**src/cpu_pkg.sv**
```systemverilog
package cpu_pkg;

    typedef logic [31:0] insn_t;
    typedef logic [4:0]  reg_idx_t;
    typedef logic [6:0]  opcode_t;
    typedef logic [2:0]  funct3_t;
    typedef logic [6:0]  funct7_t;

    // Execution unit
    typedef enum logic {
        OP_ALU,
        OP_MUL
    } op_type_e;

    typedef enum logic [2:0] {
        ALU_ADD,
        ALU_SUB,
        ALU_AND,
        ALU_OR,
        ALU_XOR,
        ALU_SLT
    } alu_op_e;

    // Major opcodes of the subset
    localparam opcode_t OPC_OP     = 7'b0110011;
    localparam opcode_t OPC_OP_IMM = 7'b0010011;

    localparam funct3_t F3_ADD_SUB = 3'b000;
    localparam funct3_t F3_SLT     = 3'b010;
    localparam funct3_t F3_XOR     = 3'b100;
    localparam funct3_t F3_OR      = 3'b110;
    localparam funct3_t F3_AND     = 3'b111;

    // MUL shares funct3 000 with ADD and differs only in funct7
    localparam funct7_t F7_BASE   = 7'b0000000;
    localparam funct7_t F7_SUB    = 7'b0100000;
    localparam funct7_t F7_MULDIV = 7'b0000001;

endpackage

```
**src/insn_decoder.sv**
```systemverilog
`timescale 1ns/1ps

module insn_decoder import cpu_pkg::*; #(
    parameter int XLEN = 32
) (
    input  logic            clk,
    input  logic            resetn,
    input  logic            i_insn_valid,
    input  insn_t           i_insn,
    input  logic [XLEN-1:0] i_pc,
    input  logic            i_ready,
    output logic            o_insn_ready,
    output logic            o_valid,
    output logic [XLEN-1:0] o_pc,
    output reg_idx_t        o_rd,
    output reg_idx_t        o_rs1,
    output reg_idx_t        o_rs2,
    output logic [XLEN-1:0] o_imm,
    output logic            o_use_imm,
    output op_type_e        o_op_type,
    output alu_op_e         o_alu_op
);

    opcode_t         opcode;
    funct3_t         funct3;
    funct7_t         funct7;
    logic            accept;
    logic            dec_legal;
    reg_idx_t        dec_rd;
    reg_idx_t        dec_rs1;
    reg_idx_t        dec_rs2;
    logic [XLEN-1:0] dec_imm;
    logic            dec_use_imm;
    op_type_e        dec_op_type;
    alu_op_e         dec_alu_op;

    assign opcode = i_insn[6:0];
    assign funct3 = i_insn[14:12];
    assign funct7 = i_insn[31:25];

    assign o_insn_ready = i_ready;
    assign accept = i_insn_valid && i_ready;

    always_comb begin
        dec_legal   = 1'b1;
        dec_rd      = i_insn[11:7];
        dec_rs1     = i_insn[19:15];
        dec_rs2     = i_insn[24:20];
        dec_imm     = {{(XLEN-12){i_insn[31]}}, i_insn[31:20]};
        dec_use_imm = 1'b0;
        dec_op_type = OP_ALU;
        dec_alu_op  = ALU_ADD;
        if (opcode == OPC_OP) begin
            case ({funct7, funct3})
                {F7_BASE, F3_ADD_SUB}:   dec_alu_op = ALU_ADD;
                {F7_SUB, F3_ADD_SUB}:    dec_alu_op = ALU_SUB;
                {F7_BASE, F3_AND}:       dec_alu_op = ALU_AND;
                {F7_BASE, F3_OR}:        dec_alu_op = ALU_OR;
                {F7_BASE, F3_XOR}:       dec_alu_op = ALU_XOR;
                {F7_BASE, F3_SLT}:       dec_alu_op = ALU_SLT;
                {F7_MULDIV, F3_ADD_SUB}: dec_op_type = OP_MUL;
                default:                 dec_legal = 1'b0;
            endcase
        end else if (opcode == OPC_OP_IMM && funct3 == F3_ADD_SUB) begin
            // The rs2 field of ADDI holds immediate bits and must not raise a hazard
            dec_use_imm = 1'b1;
            dec_rs2     = '0;
        end else begin
            dec_legal = 1'b0;
        end

        // Anything else retires as ADD x0, x0, x0
        if (!dec_legal) begin
            dec_rd      = '0;
            dec_rs1     = '0;
            dec_rs2     = '0;
            dec_use_imm = 1'b0;
            dec_op_type = OP_ALU;
            dec_alu_op  = ALU_ADD;
        end
    end

    always_ff @(posedge clk or negedge resetn) begin
        if (!resetn) begin
            o_valid <= 1'b0;
        end else if (accept) begin
            o_valid <= 1'b1;
        end else if (o_valid && i_ready) begin
            o_valid <= 1'b0;
        end
    end

    // Selects also feed the register file read ports
    always_ff @(posedge clk) begin
        if (accept) begin
            o_pc      <= i_pc;
            o_rd      <= dec_rd;
            o_rs1     <= dec_rs1;
            o_rs2     <= dec_rs2;
            o_imm     <= dec_imm;
            o_use_imm <= dec_use_imm;
            o_op_type <= dec_op_type;
            o_alu_op  <= dec_alu_op;
        end
    end

    a_hold_stable: assert property (@(posedge clk) disable iff (!resetn)
        o_valid && !i_ready |=> o_valid &&
            $stable({o_pc, o_rd, o_rs1, o_rs2, o_imm, o_use_imm, o_op_type, o_alu_op}));

endmodule

```
**src/reg_file.sv**
```systemverilog
`timescale 1ns/1ps

module reg_file import cpu_pkg::*; #(
    parameter int XLEN = 32
) (
    input  logic            clk,
    input  logic            resetn,
    input  reg_idx_t        i_ra_sel,
    input  reg_idx_t        i_rb_sel,
    input  logic            i_w_en,
    input  reg_idx_t        i_w_sel,
    input  logic [XLEN-1:0] i_w_data,
    output logic [XLEN-1:0] o_ra_data,
    output logic [XLEN-1:0] o_rb_data
);

    logic [XLEN-1:0] regs [32];

    always_ff @(posedge clk or negedge resetn) begin
        if (!resetn) begin
            for (int i = 0; i < 32; i++) begin
                regs[i] <= '0;
            end
        end else if (i_w_en && i_w_sel != '0) begin
            regs[i_w_sel] <= i_w_data;
        end
    end

    // x0 reads as zero
    assign o_ra_data = (i_ra_sel == '0) ? '0 : regs[i_ra_sel];
    assign o_rb_data = (i_rb_sel == '0) ? '0 : regs[i_rb_sel];

endmodule

```
**src/issue_stage.sv**
```systemverilog
`timescale 1ns/1ps

module issue_stage import cpu_pkg::*; #(
    parameter int XLEN = 32
) (
    input  logic            clk,
    input  logic            resetn,
    input  logic            i_valid,
    input  logic [XLEN-1:0] i_pc,
    input  reg_idx_t        i_rd,
    input  reg_idx_t        i_rs1,
    input  reg_idx_t        i_rs2,
    input  logic [XLEN-1:0] i_imm,
    input  logic            i_use_imm,
    input  op_type_e        i_op_type,
    input  alu_op_e         i_alu_op,
    input  logic [XLEN-1:0] i_rs1_data,
    input  logic [XLEN-1:0] i_rs2_data,
    input  logic            i_ex2_ready,
    input  logic            i_ex2_pending,
    input  logic            i_wb_valid,
    input  reg_idx_t        i_wb_rd,
    input  logic [XLEN-1:0] i_wb_data,
    output logic            o_de_ready,
    output logic            o_ex_valid,
    output logic [XLEN-1:0] o_ex_pc,
    output reg_idx_t        o_ex_rd,
    output op_type_e        o_ex_op_type,
    output logic            o_ex_value_valid,
    output logic [XLEN-1:0] o_ex_data,
    output logic [XLEN-1:0] o_ex_data2
);

    logic [XLEN:0]   rs1_res;
    logic [XLEN:0]   rs2_res;
    logic [XLEN-1:0] rs1_val;
    logic [XLEN-1:0] rs2_val;
    logic [XLEN-1:0] op_b;
    logic [XLEN-1:0] alu_result;
    logic            stalled;
    logic            ex_take;
    logic            ex_drain;

    // Returns {stall, value} with o_ex_valid as the EX pending flag
    function automatic logic [XLEN:0] resolve(reg_idx_t sel, logic [XLEN-1:0] rf_data);
        logic [XLEN-1:0] value;
        logic            stall;
        value = rf_data;
        stall = 1'b0;
        if (i_ex2_pending && i_wb_rd == sel && sel != '0) begin
            if (i_wb_valid) begin
                value = i_wb_data;
            end else begin
                stall = 1'b1;
            end
        end
        // EX holds the younger producer
        if (o_ex_valid && o_ex_rd == sel && sel != '0) begin
            value = o_ex_data;
            stall = !o_ex_value_valid;
        end
        return {stall, value};
    endfunction

    always_comb begin
        rs1_res = resolve(i_rs1, i_rs1_data);
        rs2_res = resolve(i_rs2, i_rs2_data);
    end

    assign rs1_val = rs1_res[XLEN-1:0];
    assign rs2_val = rs2_res[XLEN-1:0];
    assign stalled = i_valid && (rs1_res[XLEN] || rs2_res[XLEN]);

    assign ex_drain   = o_ex_valid && i_ex2_ready;
    assign o_de_ready = !stalled && (!o_ex_valid || i_ex2_ready);
    assign ex_take    = i_valid && o_de_ready;

    assign op_b = i_use_imm ? i_imm : rs2_val;

    always_comb begin
        case (i_alu_op)
            ALU_ADD: alu_result = rs1_val + op_b;
            ALU_SUB: alu_result = rs1_val - op_b;
            ALU_AND: alu_result = rs1_val & op_b;
            ALU_OR:  alu_result = rs1_val | op_b;
            ALU_XOR: alu_result = rs1_val ^ op_b;
            ALU_SLT: alu_result = XLEN'($signed(rs1_val) < $signed(op_b));
            default: alu_result = rs1_val + op_b;
        endcase
    end

    always_ff @(posedge clk or negedge resetn) begin
        if (!resetn) begin
            o_ex_valid       <= 1'b0;
            o_ex_value_valid <= 1'b0;
            o_ex_rd          <= '0;
        end else begin
            if (ex_drain) begin
                o_ex_valid       <= 1'b0;
                o_ex_value_valid <= 1'b0;
                o_ex_rd          <= '0;
            end
            if (ex_take) begin
                o_ex_valid       <= 1'b1;
                o_ex_value_valid <= (i_op_type == OP_ALU);
                o_ex_rd          <= i_rd;
            end
        end
    end

    // MUL carries both operands on to EX2
    always_ff @(posedge clk) begin
        if (ex_take) begin
            o_ex_pc      <= i_pc;
            o_ex_op_type <= i_op_type;
            o_ex_data    <= (i_op_type == OP_MUL) ? rs1_val : alu_result;
            o_ex_data2   <= rs2_val;
        end
    end

    // A stalled cycle may drain EX but never fills it
    a_no_issue_on_stall: assert property (@(posedge clk) disable iff (!resetn)
        stalled |=> o_ex_valid == ($past(o_ex_valid) && !$past(i_ex2_ready)));

endmodule

```
**src/mul_unit.sv**
```systemverilog
`timescale 1ns/1ps

module mul_unit #(
    parameter int XLEN = 32
) (
    input  logic            clk,
    input  logic            resetn,
    input  logic            i_start,
    input  logic [XLEN-1:0] i_a,
    input  logic [XLEN-1:0] i_b,
    output logic            o_valid,
    output logic [XLEN-1:0] o_result
);

    localparam int CNT_W = $clog2(XLEN);
    localparam logic [CNT_W-1:0] LAST = CNT_W'(XLEN - 1);

    typedef enum logic {
        ST_IDLE,
        ST_BUSY
    } state_e;

    state_e           state;
    logic [CNT_W-1:0] count;
    logic [XLEN-1:0]  multiplicand;
    logic [XLEN-1:0]  multiplier;

    always_ff @(posedge clk or negedge resetn) begin
        if (!resetn) begin
            state   <= ST_IDLE;
            count   <= '0;
            o_valid <= 1'b0;
        end else begin
            o_valid <= 1'b0;
            case (state)
                ST_IDLE: begin
                    if (i_start) begin
                        state <= ST_BUSY;
                        count <= '0;
                    end
                end
                ST_BUSY: begin
                    count <= count + 1'b1;
                    if (count == LAST) begin
                        state   <= ST_IDLE;
                        o_valid <= 1'b1;
                    end
                end
                default: state <= ST_IDLE;
            endcase
        end
    end

    // One multiplier bit per cycle with o_result as the running sum
    always_ff @(posedge clk) begin
        if (i_start) begin
            o_result     <= '0;
            multiplicand <= i_a;
            multiplier   <= i_b;
        end else if (state == ST_BUSY) begin
            if (multiplier[0]) begin
                o_result <= o_result + multiplicand;
            end
            multiplicand <= multiplicand << 1;
            multiplier   <= multiplier >> 1;
        end
    end

    a_start_idle: assert property (@(posedge clk) disable iff (!resetn)
        i_start |-> state == ST_IDLE);

endmodule

```
**src/commit_stage.sv**
```systemverilog
`timescale 1ns/1ps

module commit_stage import cpu_pkg::*; #(
    parameter int XLEN = 32
) (
    input  logic            clk,
    input  logic            resetn,
    input  logic            i_valid,
    input  logic [XLEN-1:0] i_pc,
    input  reg_idx_t        i_rd,
    input  op_type_e        i_op_type,
    input  logic            i_value_valid,
    input  logic [XLEN-1:0] i_data,
    input  logic [XLEN-1:0] i_data2,
    output logic            o_ready,
    output logic            o_pending,
    output logic            o_wb_valid,
    output logic [XLEN-1:0] o_wb_pc,
    output reg_idx_t        o_wb_rd,
    output logic [XLEN-1:0] o_wb_data
);

    logic            ex2_take;
    logic            sel_mul;
    logic            alu_valid;
    logic [XLEN-1:0] alu_data;
    logic            mul_start;
    logic            mul_valid;
    logic [XLEN-1:0] mul_result;

    assign ex2_take  = i_valid && o_ready;
    assign mul_start = ex2_take && i_op_type == OP_MUL;

    mul_unit #(
        .XLEN (XLEN)
    ) u_mul (
        .clk      (clk),
        .resetn   (resetn),
        .i_start  (mul_start),
        .i_a      (i_data),
        .i_b      (i_data2),
        .o_valid  (mul_valid),
        .o_result (mul_result)
    );

    assign o_wb_valid = sel_mul ? mul_valid : alu_valid;
    assign o_wb_data  = sel_mul ? mul_result : alu_data;

    always_ff @(posedge clk or negedge resetn) begin
        if (!resetn) begin
            o_ready   <= 1'b1;
            o_pending <= 1'b0;
            o_wb_rd   <= '0;
            sel_mul   <= 1'b0;
            alu_valid <= 1'b0;
        end else if (ex2_take) begin
            o_ready   <= 1'b0;
            o_pending <= 1'b1;
            o_wb_rd   <= i_rd;
            sel_mul   <= (i_op_type == OP_MUL);
            alu_valid <= (i_op_type == OP_ALU) && i_value_valid;
        end else if (o_wb_valid) begin
            // Ready again in the cycle after the write-back pulse
            o_ready   <= 1'b1;
            o_pending <= 1'b0;
            o_wb_rd   <= '0;
            sel_mul   <= 1'b0;
            alu_valid <= 1'b0;
        end
    end

    always_ff @(posedge clk) begin
        if (ex2_take) begin
            o_wb_pc  <= i_pc;
            alu_data <= i_data;
        end
    end

    a_wb_pulse: assert property (@(posedge clk) disable iff (!resetn)
        o_wb_valid |=> !o_wb_valid);

endmodule

```
**src/cpu_core.sv**
```systemverilog
`timescale 1ns/1ps

module cpu_core import cpu_pkg::*; #(
    parameter int XLEN = 32
) (
    input  logic            clk,
    input  logic            resetn,
    input  logic            i_insn_valid,
    input  insn_t           i_insn,
    input  logic [XLEN-1:0] i_pc,
    output logic            o_insn_ready,
    output logic            o_commit_valid,
    output logic [XLEN-1:0] o_commit_pc,
    output reg_idx_t        o_commit_rd,
    output logic [XLEN-1:0] o_commit_data
);

    // Decode to issue
    logic            de_valid;
    logic            de_ready;
    logic [XLEN-1:0] de_pc;
    reg_idx_t        de_rd;
    reg_idx_t        de_rs1;
    reg_idx_t        de_rs2;
    logic [XLEN-1:0] de_imm;
    logic            de_use_imm;
    op_type_e        de_op_type;
    alu_op_e         de_alu_op;
    logic [XLEN-1:0] rs1_data;
    logic [XLEN-1:0] rs2_data;

    // Issue to commit
    logic            ex_valid;
    logic [XLEN-1:0] ex_pc;
    reg_idx_t        ex_rd;
    op_type_e        ex_op_type;
    logic            ex_value_valid;
    logic [XLEN-1:0] ex_data;
    logic [XLEN-1:0] ex_data2;
    logic            ex2_ready;

    // Write-back
    logic            ex2_pending;
    logic            wb_valid;
    logic [XLEN-1:0] wb_pc;
    reg_idx_t        wb_rd;
    logic [XLEN-1:0] wb_data;

    insn_decoder #(
        .XLEN (XLEN)
    ) u_decoder (
        .clk          (clk),
        .resetn       (resetn),
        .i_insn_valid (i_insn_valid),
        .i_insn       (i_insn),
        .i_pc         (i_pc),
        .i_ready      (de_ready),
        .o_insn_ready (o_insn_ready),
        .o_valid      (de_valid),
        .o_pc         (de_pc),
        .o_rd         (de_rd),
        .o_rs1        (de_rs1),
        .o_rs2        (de_rs2),
        .o_imm        (de_imm),
        .o_use_imm    (de_use_imm),
        .o_op_type    (de_op_type),
        .o_alu_op     (de_alu_op)
    );

    reg_file #(
        .XLEN (XLEN)
    ) u_reg_file (
        .clk       (clk),
        .resetn    (resetn),
        .i_ra_sel  (de_rs1),
        .i_rb_sel  (de_rs2),
        .i_w_en    (wb_valid),
        .i_w_sel   (wb_rd),
        .i_w_data  (wb_data),
        .o_ra_data (rs1_data),
        .o_rb_data (rs2_data)
    );

    issue_stage #(
        .XLEN (XLEN)
    ) u_issue (
        .clk              (clk),
        .resetn           (resetn),
        .i_valid          (de_valid),
        .i_pc             (de_pc),
        .i_rd             (de_rd),
        .i_rs1            (de_rs1),
        .i_rs2            (de_rs2),
        .i_imm            (de_imm),
        .i_use_imm        (de_use_imm),
        .i_op_type        (de_op_type),
        .i_alu_op         (de_alu_op),
        .i_rs1_data       (rs1_data),
        .i_rs2_data       (rs2_data),
        .i_ex2_ready      (ex2_ready),
        .i_ex2_pending    (ex2_pending),
        .i_wb_valid       (wb_valid),
        .i_wb_rd          (wb_rd),
        .i_wb_data        (wb_data),
        .o_de_ready       (de_ready),
        .o_ex_valid       (ex_valid),
        .o_ex_pc          (ex_pc),
        .o_ex_rd          (ex_rd),
        .o_ex_op_type     (ex_op_type),
        .o_ex_value_valid (ex_value_valid),
        .o_ex_data        (ex_data),
        .o_ex_data2       (ex_data2)
    );

    commit_stage #(
        .XLEN (XLEN)
    ) u_commit (
        .clk           (clk),
        .resetn        (resetn),
        .i_valid       (ex_valid),
        .i_pc          (ex_pc),
        .i_rd          (ex_rd),
        .i_op_type     (ex_op_type),
        .i_value_valid (ex_value_valid),
        .i_data        (ex_data),
        .i_data2       (ex_data2),
        .o_ready       (ex2_ready),
        .o_pending     (ex2_pending),
        .o_wb_valid    (wb_valid),
        .o_wb_pc       (wb_pc),
        .o_wb_rd       (wb_rd),
        .o_wb_data     (wb_data)
    );

    assign o_commit_valid = wb_valid;
    assign o_commit_pc    = wb_pc;
    assign o_commit_rd    = wb_rd;
    assign o_commit_data  = wb_data;

endmodule

```
**config.mk**
```make
export PLATFORM = sky130hd
export DESIGN_NAME = cpu_core
export DESIGN_NICKNAME = d
export VERILOG_FILES = /design/src/cpu_pkg.sv /design/src/insn_decoder.sv /design/src/reg_file.sv /design/src/issue_stage.sv /design/src/mul_unit.sv /design/src/commit_stage.sv /design/src/cpu_core.sv
export SDC_FILE = /design/constraint.sdc
export NUM_CORES = 2
export LEC_CHECK = 0
export BUFFER_PORTS_ARGS = -buffer_cell sky130_fd_sc_hd__buf_2
export CORE_MARGIN = 3
export CORE_UTILIZATION = 38
export DETAILED_ROUTE_END_ITERATION = 6
export PLACE_DENSITY = 0.59
export SYNTH_ARGS = -nofsm -noshare
export SYNTH_HDL_FRONTEND = slang
export SYNTH_SLANG_ARGS = --single-unit
```
**constraint.sdc**
```tcl
create_clock -name clk -period 5.1 [get_ports clk]
set_clock_uncertainty 0.1 [all_clocks]
set_input_delay 1.02 -clock clk [delete_from_list [all_inputs] [get_ports clk]]
set_output_delay 1.02 -clock clk [all_outputs]
set_load 0.02 [all_outputs]
```
==> flow_metrics.py <==
metrics = {
    "run_status": {
        "status": "finished with violations",
        "violations": "design-rule violations, negative setup slack",
    },
    "detailed_routing": {
        "drt_wl_total_microns": 248000,
        "dr.pass1.iters": 7,
        "ant_nets": 0,
        "vias": 56800,
        "vias_per_cell": 5.84,
        "route.detailed.drc": 1,
        "first_iter_violations": 5617,
        "wl_per_cell_microns": 25.5,
    },
    "synth": {
        "ys.flop_type": "dfrtp_1",
        "ys_ff_latch": 1369,
        "synthArstFlopShare": 0.766,
        "ys_types": 89,
        "ys_seq_area_frac": 0.487,
        "synth_edf_count": 289,
        "ys_warn_count": 0,
        "syn_nets": 6739,
        "synth_area_sq_mm": 0.0731,
        "avgSynthCellArea_sq_um": 11.2,
        "syn_inst": 6540,
    },
    "grt": {
        "grt_max_degree": 110,
        "grt_pass1_wl_microns": 366000,
        "grt_pass1_vias": 56200,
        "grt.total_usage": 0.245,
        "grt_overflow_total": 0,
        "antenna_found_initial": 2,
    },
    "clock_network": {
        "cts_buffer_depth": 3,
        "numCtsBuffers": 149,
        "h-tree-depth": 4,
        "worstSkewPairLatency_ps": 830,
        "cts_tree": "built",
        "clk_pin_slew_ps": 60,
        "cts_hold_buf": 0,
        "clock-sinks": 1369,
        "clockRootBuffer": "clkbuf_16",
    },
    "worst_setup_path": {
        "required_ps": 5530,
        "path_cells": "buf_12 -> buf_6 -> clkbuf_16 -> buf_4 -> mux4_2 -> mux4_2 -> mux2i_4 -> buf_4 -> nand2_1 -> a32oi_1 -> buf_4 -> inv_1 -> ha_2 -> nor2b_1 -> o21ai_0 -> a311oi_1 -> o21ai_1 -> a31oi_4 -> a311o_1 -> mux2_4 -> a22oi_2 -> a21oi_1",
        "arrival_ps": 6140,
        "crit_top_cell": "buf_4",
        "cp_slowest_cell": "mux4_2",
        "critPathKind": "flop to flop",
        "end_kind": "flop",
        "critPathMaxFanout": 9,
        "cp-start-kind": "flop",
        "critPathMaxStageDelay_ps": 530,
    },
    "sta": {
        "final.setup.worst_slack_ps": -616,
        "finalSetupViolCount": 28,
        "tns_ps": -10630,
        "hold_viol": 0,
        "period_minus_slack_ps": 5720,
        "slew_viol_final": 0,
        "worst_pin_slew_ps": 1160,
        "rsz0062_at_grt": "true",
        "timing.fmax_mhz": 175,
        "slew_headroom": 0.228,
        "finalCritPeriodShare": 1.12,
        "hold-worst-slack_ps": 27.7,
    },
    "pwr": {
        "power.leakage_nw": 39.1,
        "power.total_mw": 26.0,
        "power.density_mw_per_mm2": 289,
        "ir_drop_v": 0.000334,
    },
    "floorplan": {
        "fp.dieArea_sq_mm": 0.198,
        "coreArea_sq_mm": 0.191,
        "die_width_microns": 444,
        "ios": 138,
        "rows": 160,
        "die_h_microns": 444,
        "start_util": 0.383,
    },
    "worst_hold_path": {
        "hp-class": "primary input to async pin",
    },
    "layout": {
        "final_nets": 7300,
        "final_area_sq_mm": 0.0900,
        "area_delta_synth_final_pct": 23.2,
        "fillerInstances": 16900,
        "drive_gt1_frac": 0.306,
        "finalNonFillerCells": 9738,
        "final_util": 0.472,
    },
    "place": {
        "gp_congestion": 0.971,
        "place.port_buffers": 137,
        "dp_hpwl_microns": 158000,
        "dp.cells": 9341,
        "pre_cts_ws_ps": -855,
        "placedInstanceArea_sq_mm": 0.0820,
    },
    "job": {
        "maxCapViolCount": 0,
    },
}
==> flip-flops by register name, indices dropped and copies added, names as in the netlist, 32 cells and up <==
signal                       flops
u_decoder.o_pc                  32
u_issue.o_ex_data               32
u_issue.o_ex_data2              32
u_commit.u_mul.multiplicand     32
u_commit.u_mul.o_result         32
u_commit.alu_data               32
u_commit.u_mul.multiplier       32
u_reg_file.regs               1024
u_commit.o_wb_pc                32
u_issue.o_ex_pc                 32
==> power by group <==
group / switching, mW / leakage (nW) / internal, mW
combinational: 1.77 / 19.3 / 1.47
clock: 4.80 / 2.48 / 6.46
sequential: 0.124 / 17.3 / 11.3
==> final timing paths <==
kind,startpoint,endpoint,slack [ps],depth (start not counted)
setup / recovery,u_decoder.o_rs1[0],u_issue.o_ex_data[29],-620,22
hold / removal,resetn,u_reg_file.regs[614],30,1
setup reg to reg,u_decoder.o_rs1[0],u_issue.o_ex_data[29],-620,22
hold reg to reg,u_reg_file.regs[1020],u_reg_file.regs[1020],290,0
max in group asynchronous,resetn,u_reg_file.regs[756],3530,2
min in group clk,i_pc[17],u_decoder.o_pc[17],260,1
==> worst max-delay path, delay by kind of cell, from the launching register on <==
family	cells	cell delay [ps]
flip-flops	1	410
multiplexers	4	1540
adder cells (fa/ha/maj)	1	390
buffers and inverters	7	1050
AND/OR/NAND/NOR	2	120
AO/OA/AOI/OAI	8	1810
==> what timing repair did <==
action / in CTS / in global routing
cloned: 4 / 13
endpoints found under the setup margin: 29 / 30
pin swaps: 18 / 87
resized for setup: 101 / 242
setup buffers: 13 / 94
==> synthesized netlist by cell type, drive strengths merged (18+ instances only) <==
library cell,n,share of area
a21o,40,0.0041
a21oi,644,0.044
a221oi,21,0.0025
a31oi,23,0.0020
a32oi,32,0.0038
and2,23,0.0020
buf,102,0.0069
clkbuf,515,0.026
dfrtp,1047,0.36
dfxtp,32,0.0088
edfxtp,289,0.12
ha,129,0.022
inv,168,0.0086
mux2,38,0.0059
mux2i,99,0.014
mux4,635,0.20
nand2,965,0.050
nand2b,25,0.0021
nand3,37,0.0025
nor2,619,0.032
nor2b,36,0.0031
nor3,39,0.0027
o21a,33,0.0034
o21ai,592,0.041
o22ai,22,0.0019
o2bb2ai,18,0.0022
xnor2,46,0.0055
xor2,18,0.0022
==> routing by layer <==
metal	track usage	vias to the layer above	part of all wire
li1	-	24900	-
met1	0.326	28800	0.40
met2	0.396	2544	0.47
met3	0.0420	601	0.077
met4	0.108	0	0.051
met5	0	-	0
==> cell type report <==
| class | count | area, sq um | area share |
|---|---|---|---|
| inverter | 169 | 638 | 0.00709 |
| tap | 2511 | 3140 | 0.0349 |
| clock inverter | 71 | 867 | 0.00964 |
| antenna | 3 | 7.51 | 0.0000834 |
| timing repair buffer | 1026 | 9300 | 0.103 |
| clock buffer | 203 | 4200 | 0.0467 |
| sequential | 1369 | 35500 | 0.395 |
| multi-input combinational | 4386 | 36300 | 0.403 |
==> cell families after synthesis <==
group / Yosys count / synth area share
xor gates and xnor gates: 64 / 0.00767
DFF: 1369 / 0.487
and+or+nand+nor: 1836 / 0.103
muxes: 772 / 0.215
AOI/OAI and AO/OA: 1581 / 0.123
buffers and inverters: 786 / 0.0420
adders and majority gates: 132 / 0.0229
==> layout by cell type, fill, tap and decap left out, types with 19 or more instances in the layout <==
cell type,Yosys,final
nor3_1,38,28
mux4_2,635,635
buf_2,53,136
dfrtp_1,1047,1046
and2_1,23,20
o21ai_1,14,22
edfxtp_1,289,289
a21o_1,40,40
o22ai_1,22,21
buf_6,6,31
nand3_1,37,30
a21oi_1,644,628
mux2_2,38,24
dfxtp_1,32,32
clkbuf_1,515,28
buf_12,0,93
o21ai_0,578,563
clkbuf_8,0,25
o21a_1,33,31
ha_1,129,112
buf_16,0,19
clkbuf_16,0,162
inv_1,164,154
a32oi_1,32,19
nand2_1,965,943
clkinv_2,0,26
nand2b_1,25,24
xnor2_1,46,45
mux2i_2,0,19
buf_4,2,726
nor2b_1,36,31
nor2_1,619,597
mux2i_1,99,58
mux2i_4,0,22
Power figures use the tool's default switching activity.
